`config.mk`:
```
export PLATFORM = sky130hd
export DESIGN_NAME = snapshot_sequencer
export DESIGN_NICKNAME = d
export VERILOG_FILES = /design/src/verilog/ring_pkg.sv /design/src/verilog/snapshot_sequencer.sv
export SDC_FILE = /design/constraint.sdc
export NUM_CORES = 1
export LEC_CHECK = 0
export BUFFER_PORTS_ARGS = -buffer_cell sky130_fd_sc_hd__buf_4
export CELL_PAD_IN_SITES_DETAIL_PLACEMENT = 1
export CELL_PAD_IN_SITES_GLOBAL_PLACEMENT = 1
export CORE_ASPECT_RATIO = 0.75
export CORE_UTILIZATION = 33
export CTS_BUF_LIST = sky130_fd_sc_hd__clkbuf_4
export DETAILED_ROUTE_END_ITERATION = 10
export PLACE_DENSITY_LB_ADDON = 0.2
export SLEW_MARGIN = 20
export SYNTH_ARGS = -nofsm -noshare
export SYNTH_HDL_FRONTEND = slang
export SYNTH_SLANG_ARGS = --single-unit
```
`constraint.sdc`:
```
create_clock -name clk -period 3.94 [get_ports clk]
set_input_delay 0.394 -clock clk [delete_from_list [all_inputs] [get_ports clk]]
set_output_delay 0.394 -clock clk [all_outputs]
set_load 0.02 [all_outputs]
```
`src/verilog/ring_pkg.sv`:
```
package ring_pkg;

    // ~~~~~~~~~~~~~~~~~~~~~~~~~~~~~~~~~~~~~~~~~~~~~~~~~~~~~~~~~~~~~~~~~~~~~
    // Sizes
    // ~~~~~~~~~~~~~~~~~~~~~~~~~~~~~~~~~~~~~~~~~~~~~~~~~~~~~~~~~~~~~~~~~~~~~

    localparam int ring_depth   = 128;                   // Live ring entries.
    localparam int page_count   = 16;                    // Snapshot pages.
    localparam int reset_base   = 32;                    // Entry i resets to base plus i.

    localparam int sample_width = 8;
    localparam int addr_width   = $clog2(ring_depth);
    localparam int page_width   = $clog2(page_count);

    // ~~~~~~~~~~~~~~~~~~~~~~~~~~~~~~~~~~~~~~~~~~~~~~~~~~~~~~~~~~~~~~~~~~~~~
    // Types
    // ~~~~~~~~~~~~~~~~~~~~~~~~~~~~~~~~~~~~~~~~~~~~~~~~~~~~~~~~~~~~~~~~~~~~~

    // One stream sample.
    typedef logic [sample_width-1:0] sample_t;

    // Index into the ring or into one page.
    typedef logic [addr_width-1:0] addr_t;

    // Snapshot page number.
    typedef logic [page_width-1:0] page_t;

    // Final copy address, the sequencer leaves its copy state after it.
    localparam addr_t last_addr = addr_t'(ring_depth - 1);

    // Copy sequencer states.
    typedef enum logic [1:0] {
        seq_idle,                                        // Ring rotates.
        seq_saving,                                      // Ring to page.
        seq_restoring                                    // Page to ring.
    } seq_state_t;

endpackage

```
`src/verilog/snapshot_sequencer.sv`:
```
`timescale 1ns/1ps

module snapshot_sequencer (
    input  logic            clk,
    input  logic            reset,
    input  logic            save_state,
    input  logic            restore_state,
    input  ring_pkg::page_t save_page,
    input  ring_pkg::page_t restore_page,
    output logic            advance,
    output ring_pkg::page_t copy_page,
    output ring_pkg::addr_t copy_addr,
    output logic            ring_we,
    output logic            bank_we,
    output logic            busy,
    output logic            done
);

    ring_pkg::seq_state_t state;
    ring_pkg::seq_state_t next_state;
    logic                 last_step;

    assign last_step = (copy_addr == ring_pkg::last_addr);

    // ~~~~~~~~~~~~~~~~~~~~~~~~~~~~~~~~~~~~~~~~~~~~~~~~~~~~~~~~~~~~~~~~~~~~~
    // State machine
    // ~~~~~~~~~~~~~~~~~~~~~~~~~~~~~~~~~~~~~~~~~~~~~~~~~~~~~~~~~~~~~~~~~~~~~

    always_comb begin
        next_state = state;
        case (state)
            ring_pkg::seq_idle: begin
                if (save_state) begin
                    next_state = ring_pkg::seq_saving;       // Save has priority.
                end else if (restore_state) begin
                    next_state = ring_pkg::seq_restoring;
                end
            end
            ring_pkg::seq_saving,
            ring_pkg::seq_restoring: begin
                if (last_step) begin
                    next_state = ring_pkg::seq_idle;
                end
            end
            default: begin
                next_state = ring_pkg::seq_idle;
            end
        endcase
    end

    always_ff @(posedge clk or posedge reset) begin
        if (reset) begin
            state <= ring_pkg::seq_idle;
        end else begin
            state <= next_state;
        end
    end

    // ~~~~~~~~~~~~~~~~~~~~~~~~~~~~~~~~~~~~~~~~~~~~~~~~~~~~~~~~~~~~~~~~~~~~~
    // Page latch and address walk
    // ~~~~~~~~~~~~~~~~~~~~~~~~~~~~~~~~~~~~~~~~~~~~~~~~~~~~~~~~~~~~~~~~~~~~~

    // Strobes during a copy fall through here untouched.
    always_ff @(posedge clk or posedge reset) begin
        if (reset) begin
            copy_page <= '0;
            copy_addr <= '0;
        end else if (state == ring_pkg::seq_idle) begin
            copy_addr <= '0;
            if (save_state) begin
                copy_page <= save_page;
            end else if (restore_state) begin
                copy_page <= restore_page;
            end
        end else begin
            copy_addr <= copy_addr + ring_pkg::addr_t'(1); // Back to 0 after 127.
        end
    end

    // One pulse in the first idle cycle after a copy.
    always_ff @(posedge clk or posedge reset) begin
        if (reset) begin
            done <= 1'b0;
        end else begin
            done <= (state != ring_pkg::seq_idle) && last_step;
        end
    end

    // ~~~~~~~~~~~~~~~~~~~~~~~~~~~~~~~~~~~~~~~~~~~~~~~~~~~~~~~~~~~~~~~~~~~~~
    // Decoded controls
    // ~~~~~~~~~~~~~~~~~~~~~~~~~~~~~~~~~~~~~~~~~~~~~~~~~~~~~~~~~~~~~~~~~~~~~

    assign advance = (state == ring_pkg::seq_idle);           // Ring frozen otherwise.
    assign busy    = (state != ring_pkg::seq_idle);
    assign bank_we = (state == ring_pkg::seq_saving);
    assign ring_we = (state == ring_pkg::seq_restoring);

endmodule
```
=== Word-level counts from Yosys, hierarchy flattened ===
Cells that the tools add are included.

* Register bits after elaboration: 14
* Input port bits: 12
* Output and inout port bits: 16

* Add/subtract/negate cells: 1
* Equal/unequal tests: 5
* Muxes and demuxes: 7
* Reduce and logical (&&, ||, !) cells: 7

{| class="wikitable"
|+ Operator list
! cell !! number
|-
| 4-bit two-way mux || 2
|-
| 7-bit by 1-bit adder with 7-bit output, second input constant || 1
|-
| 7-bit == test, second input constant || 1
|-
| 7-bit two-way mux || 1
|-
| 2-bit two-way mux || 3
|-
| 2-bit case mux with 2 select lines || 1
|-
| 2-bit AND reduction || 2
|-
| 2-bit nonzero test || 2
|-
| 3-bit inequality test, second input constant || 1
|-
| 2-bit by 1-bit == test with 1-bit output, second input constant || 1
|-
| 2-bit == test, second input constant || 1
|-
| 2-bit logical NOT || 1
|-
| 2-bit inequality test, second input constant || 1
|-
| 2-bit OR reduction || 1
|-
| 1-bit logical AND || 1
|}

=== Depth between registers and ports, before layout ===
* Word-level depth: 4
* Gate-level depth with buffers: 6
* Depth with buffers taken out: 5

=== Worst setup path after synthesis ===
No wires, ideal clock.

* Path kind: flip-flop to flip-flop
* Start: register copy_addr[0]
* End: register state[0]
* Library setup time: 0.126 ns
* Arrival time: 1.409 ns
* Data required time: 3.814 ns
* Setup slack: 2.405 ns
* Cell stages (with the launch flop): 5
* Buffers on the path: 0
* Clock period less this slack: 1.535 ns
* Path through: dfrtp_1 ha_1 nand4_2 o211a_1 a311o_1

* Cells in the longest elaborated chain, start to end: 3

{| class="wikitable"
|+ Ends and longest elaborated chain
! element !! RTL line !! source
|-
| from (decl) || snapshot_sequencer.sv:12 || <nowiki>output ring_pkg::addr_t copy_addr,</nowiki>
|-
| from (signal assigned) || snapshot_sequencer.sv:76 || <nowiki>copy_addr <= copy_addr + ring_pkg::addr_t'(1);</nowiki>
|-
| 7-bit == test || snapshot_sequencer.sv:23 || <nowiki>assign last_step = (copy_addr == ring_pkg::last_addr);</nowiki>
|-
| 2-bit inequality test (no line) || n/a ||
|-
| 2-bit AND reduction (no line) || n/a ||
|-
| to (signal assigned) || snapshot_sequencer.sv:53 || <nowiki>state <= ring_pkg::seq_idle;</nowiki>
|-
| to (signal assigned) || snapshot_sequencer.sv:55 || <nowiki>state <= next_state;</nowiki>
|-
| to (decl) || snapshot_sequencer.sv:19 || <nowiki>ring_pkg::seq_state_t state;</nowiki>
|}

Every way passes these cells.
A chain may end at the register's enable or synchronous reset.

=== Worst setup path in the final report ===
* Start: register state[0]
* End: output port busy

* Cells in the longest elaborated chain, start to end: 1

{| class="wikitable"
|+ Ends and longest elaborated chain
! element !! RTL line !! source
|-
| 2-bit nonzero test || snapshot_sequencer.sv:94 || <nowiki>assign busy = (state != ring_pkg::seq_idle);</nowiki>
|-
| to (decl) || snapshot_sequencer.sv:15 || <nowiki>output logic busy,</nowiki>
|}

Every way passes these cells.

==> out/metrics.csv <==
stage;metric;value;unit
status;status;finished clean;
logic_synthesis;ys.flop_type;dfrtp_1;
sta;setup_viol;0;
placement;gp_congestion;0.779;
floorplanning;fp.dieH;41.8;µm
route;dr.pass1.iters;4;
floorplanning;io_pins;28;
cts;clock_sinks;14;
worst_hold_path;hp-class;input pin to async pin;
logic_synthesis;syn_nets;86;
pwr;power_leakage;0.491;nW
cts;cts-root-buf;clkbuf_4;
cts;htreeDepth;1;
logic_synthesis;synth-edff-count;0;
logic_synthesis;yosysWarnings;0;
route;ant_nets;0;
logic_synthesis;muxShareOfSynthArea;0;
sta;slew_viol_final;0;
sta;grt_setup_unrepaired;no;
sta;fin_skew;1.73;ps
route;vias;628;
setup_path;critPathArrivalTime;1650;ps
floorplanning;row_count;13;
grt;grt_pass1_vias;640;
grt;grt_start_max_net_pins;15;
logic_synthesis;netlist_area;696;µm²
floorplanning;core_area;1850;µm²
finish;fin_nets;116;
setup_path;max_stage_delay;440;ps
sta;timing.hold.ws;150;ps
logic_synthesis;yosysSeqAreaShare;0.504;
sta;fmax;489;MHz
pwr;total_power;0.612;mW
flow_run;drv_cap;0;
sta;max_slew.worst_pin.slew;547;ps
setup_path;endpoint_kind;output port;
route;drt-total-wl;1.85;mm
grt;grt_pass1_wl;3.02;mm
pwr;peakVddDrop;0.000364;V
setup_path;cp_max_fo;13;
sta;tns;0;ps
cts;cts_hold_buf;0;
cts;ctsResizeCount;0;
logic_synthesis;synth_fa_ha_area_frac;0.0719;
route;routedWlPerCell;15.3;µm
logic_synthesis;synth-compound-area-share;0.155;
finish;num_antenna_cells;0;
finish;final_common_cell;buf_4;
logic_synthesis;synth_area_per_cell;9.94;µm²
setup_path;cp_slowest_cell;ha_1;
logic_synthesis;synth-seq-cells;14;
pwr;p_per_area;649;nW/µm²
floorplanning;die-area;2300;µm²
grt;grtUsageTotal;0.193;
placement;port_buffers;27;
logic_synthesis;synthCells;70;
logic_synthesis;yosysUniqueCellTypes;21;
grt;antenna_found_initial;0;
grt;gr-total-overflow;0;
finish;drive_gt1_frac;0.313;
finish;final_cell_mix;27 x buf_4, 14 x dfrtp_1, 8 x o21ai_0, 6 x nand2_1, 6 x a21oi_1;
placement;place_area;917;µm²
finish;area_delta_synth_final;35.6;%
cts;cts_setup_buffers;0;
setup_path;critPathMostFrequentCell;inv_1;
setup_path;worst_setup_path_start_kind;flop;
sta;fin_crit_sh;0.519;
setup_path;cp.required;3550;ps
cts;cts_buffers;3;
sta;fin_crit;2050;ps
cts;cts_tree;done;
finish;utilization;0.509;
logic_synthesis;synth_top_family_by_area;simple AND/OR/NAND/NOR gates;
logic_synthesis;synthXorXnorAreaFrac;0.0378;
setup_path;path_class;flop to output port;
placement;hpwl;1.39;mm
setup_path;crit_chain;inv_1, ha_1, inv_1, buf_4;
sta;slew-limit-headroom;0.635;
logic_synthesis;synth-simple-area-share;0.192;
cts;max-clock-path-buffers;2;
sta;hold_viol;0;
route;vias_per_cell;5.19;
finish;n_fill_cell;224;
floorplanning;start_util;0.375;
floorplanning;die_w;55.0;µm
cts;clk_latency;280;ps
finish;fin_area;943;µm²
route;drt_iter0_markers;7;
route;drc;0;
logic_synthesis;async_flop_share;1.00;
cts;path_clk_slew;90;ps
==> logic make-up (layout without fill, tap and decap cells) <==
logic type | Yosys count | count (layout)
and+or+nand+nor | 24 | 24
buffers and inverters | 7 | 36
adders and majority gates | 4 | 4
DFF | 14 | 14
AOI/OAI and AO/OA | 18 | 18
xor gates and xnor gates | 3 | 3
==> synthesized netlist by cell type, types with 2 or more instances <==
| master | n | area share |
|---|---|---|
| nor2_1 | 5 | 0.027 |
| inv_1 | 5 | 0.027 |
| dfrtp_1 | 14 | 0.50 |
| xor2_1 | 2 | 0.025 |
| nand2_1 | 6 | 0.032 |
| or3_1 | 2 | 0.018 |
| a21oi_1 | 6 | 0.043 |
| o211a_1 | 2 | 0.029 |
| o21ai_0 | 8 | 0.058 |
| nand3_1 | 2 | 0.014 |
| and3b_1 | 4 | 0.050 |
| ha_1 | 4 | 0.072 |
| nor3_1 | 2 | 0.014 |
==> critical path: cells and delay by family (launching register included) <==
| family | cells | cell delay [ps] |
|---|---|---|
| adders and majority gates | 1 | 440 |
| buffers and inverters | 3 | 510 |
| DFF | 1 | 410 |
==> sequential cells by signal, summed over array words and instances, names as in the netlist <==
signal	cells
state	2
copy_addr	7
done	1
copy_page	4
==> per-layer routing <==
metal / vias up / GRT usage / wire length (µm)
li1: 299 / - / -
met1: 307 / 0.247 / 840
met2: 17 / 0.277 / 864
met3: 5 / 0.0733 / 111
met4: 0 / 0.0950 / 30
met5: - / 0 / 0
==> metrics by stage <==
step,cells,worst slack [ps]
3_5_place_dp,117,2200
4_1_cts,121,1870
5_1_grt,121,1770
6_report,121,1890
3_3_place_gp,117,2280
2_1_floorplan,70,2400
==> power by group <==
part	internal, mW	switching [mW]	leakage [nW]
sequential	0.184	0.0325	0.184
combinational	0.129	0.181	0.292
clock	0.0368	0.0489	0.0154
total	0.350	0.262	0.491
==> path summary, 6_finish.rpt <==
check                           slack, ps                      from                  endpoint  cells past startpoint
worst min register to register        500  copy_page[1]$_DFFE_PP0P_  copy_page[1]$_DFFE_PP0P_                      2
max in group asynchronous            3430                     reset    copy_addr[1]$_DFF_PP0_                      2
worst max-delay path                 1890      state[0]$_DFFE_PP0P_                      busy                      4
worst max register to register       2340      state[0]$_DFFE_PP0P_      state[0]$_DFFE_PP0P_                      5
worst min-delay path                  150                     reset    copy_addr[4]$_DFF_PP0_                      2
min in group clk                      400              save_page[2]  copy_page[2]$_DFFE_PP0P_                      3
==> layout make-up <==
class,count,area [µm²],area share
multi-input cells,49,318,0.337
flip-flops and latches,14,350,0.371
clock inverters,1,3.75,0.00398
well taps,22,27.5,0.0292
clock buffers,3,22.5,0.0239
repair buffers,27,203,0.215
inverters,5,18.8,0.0199
Note: power is estimated with default switching activity, not from simulation.
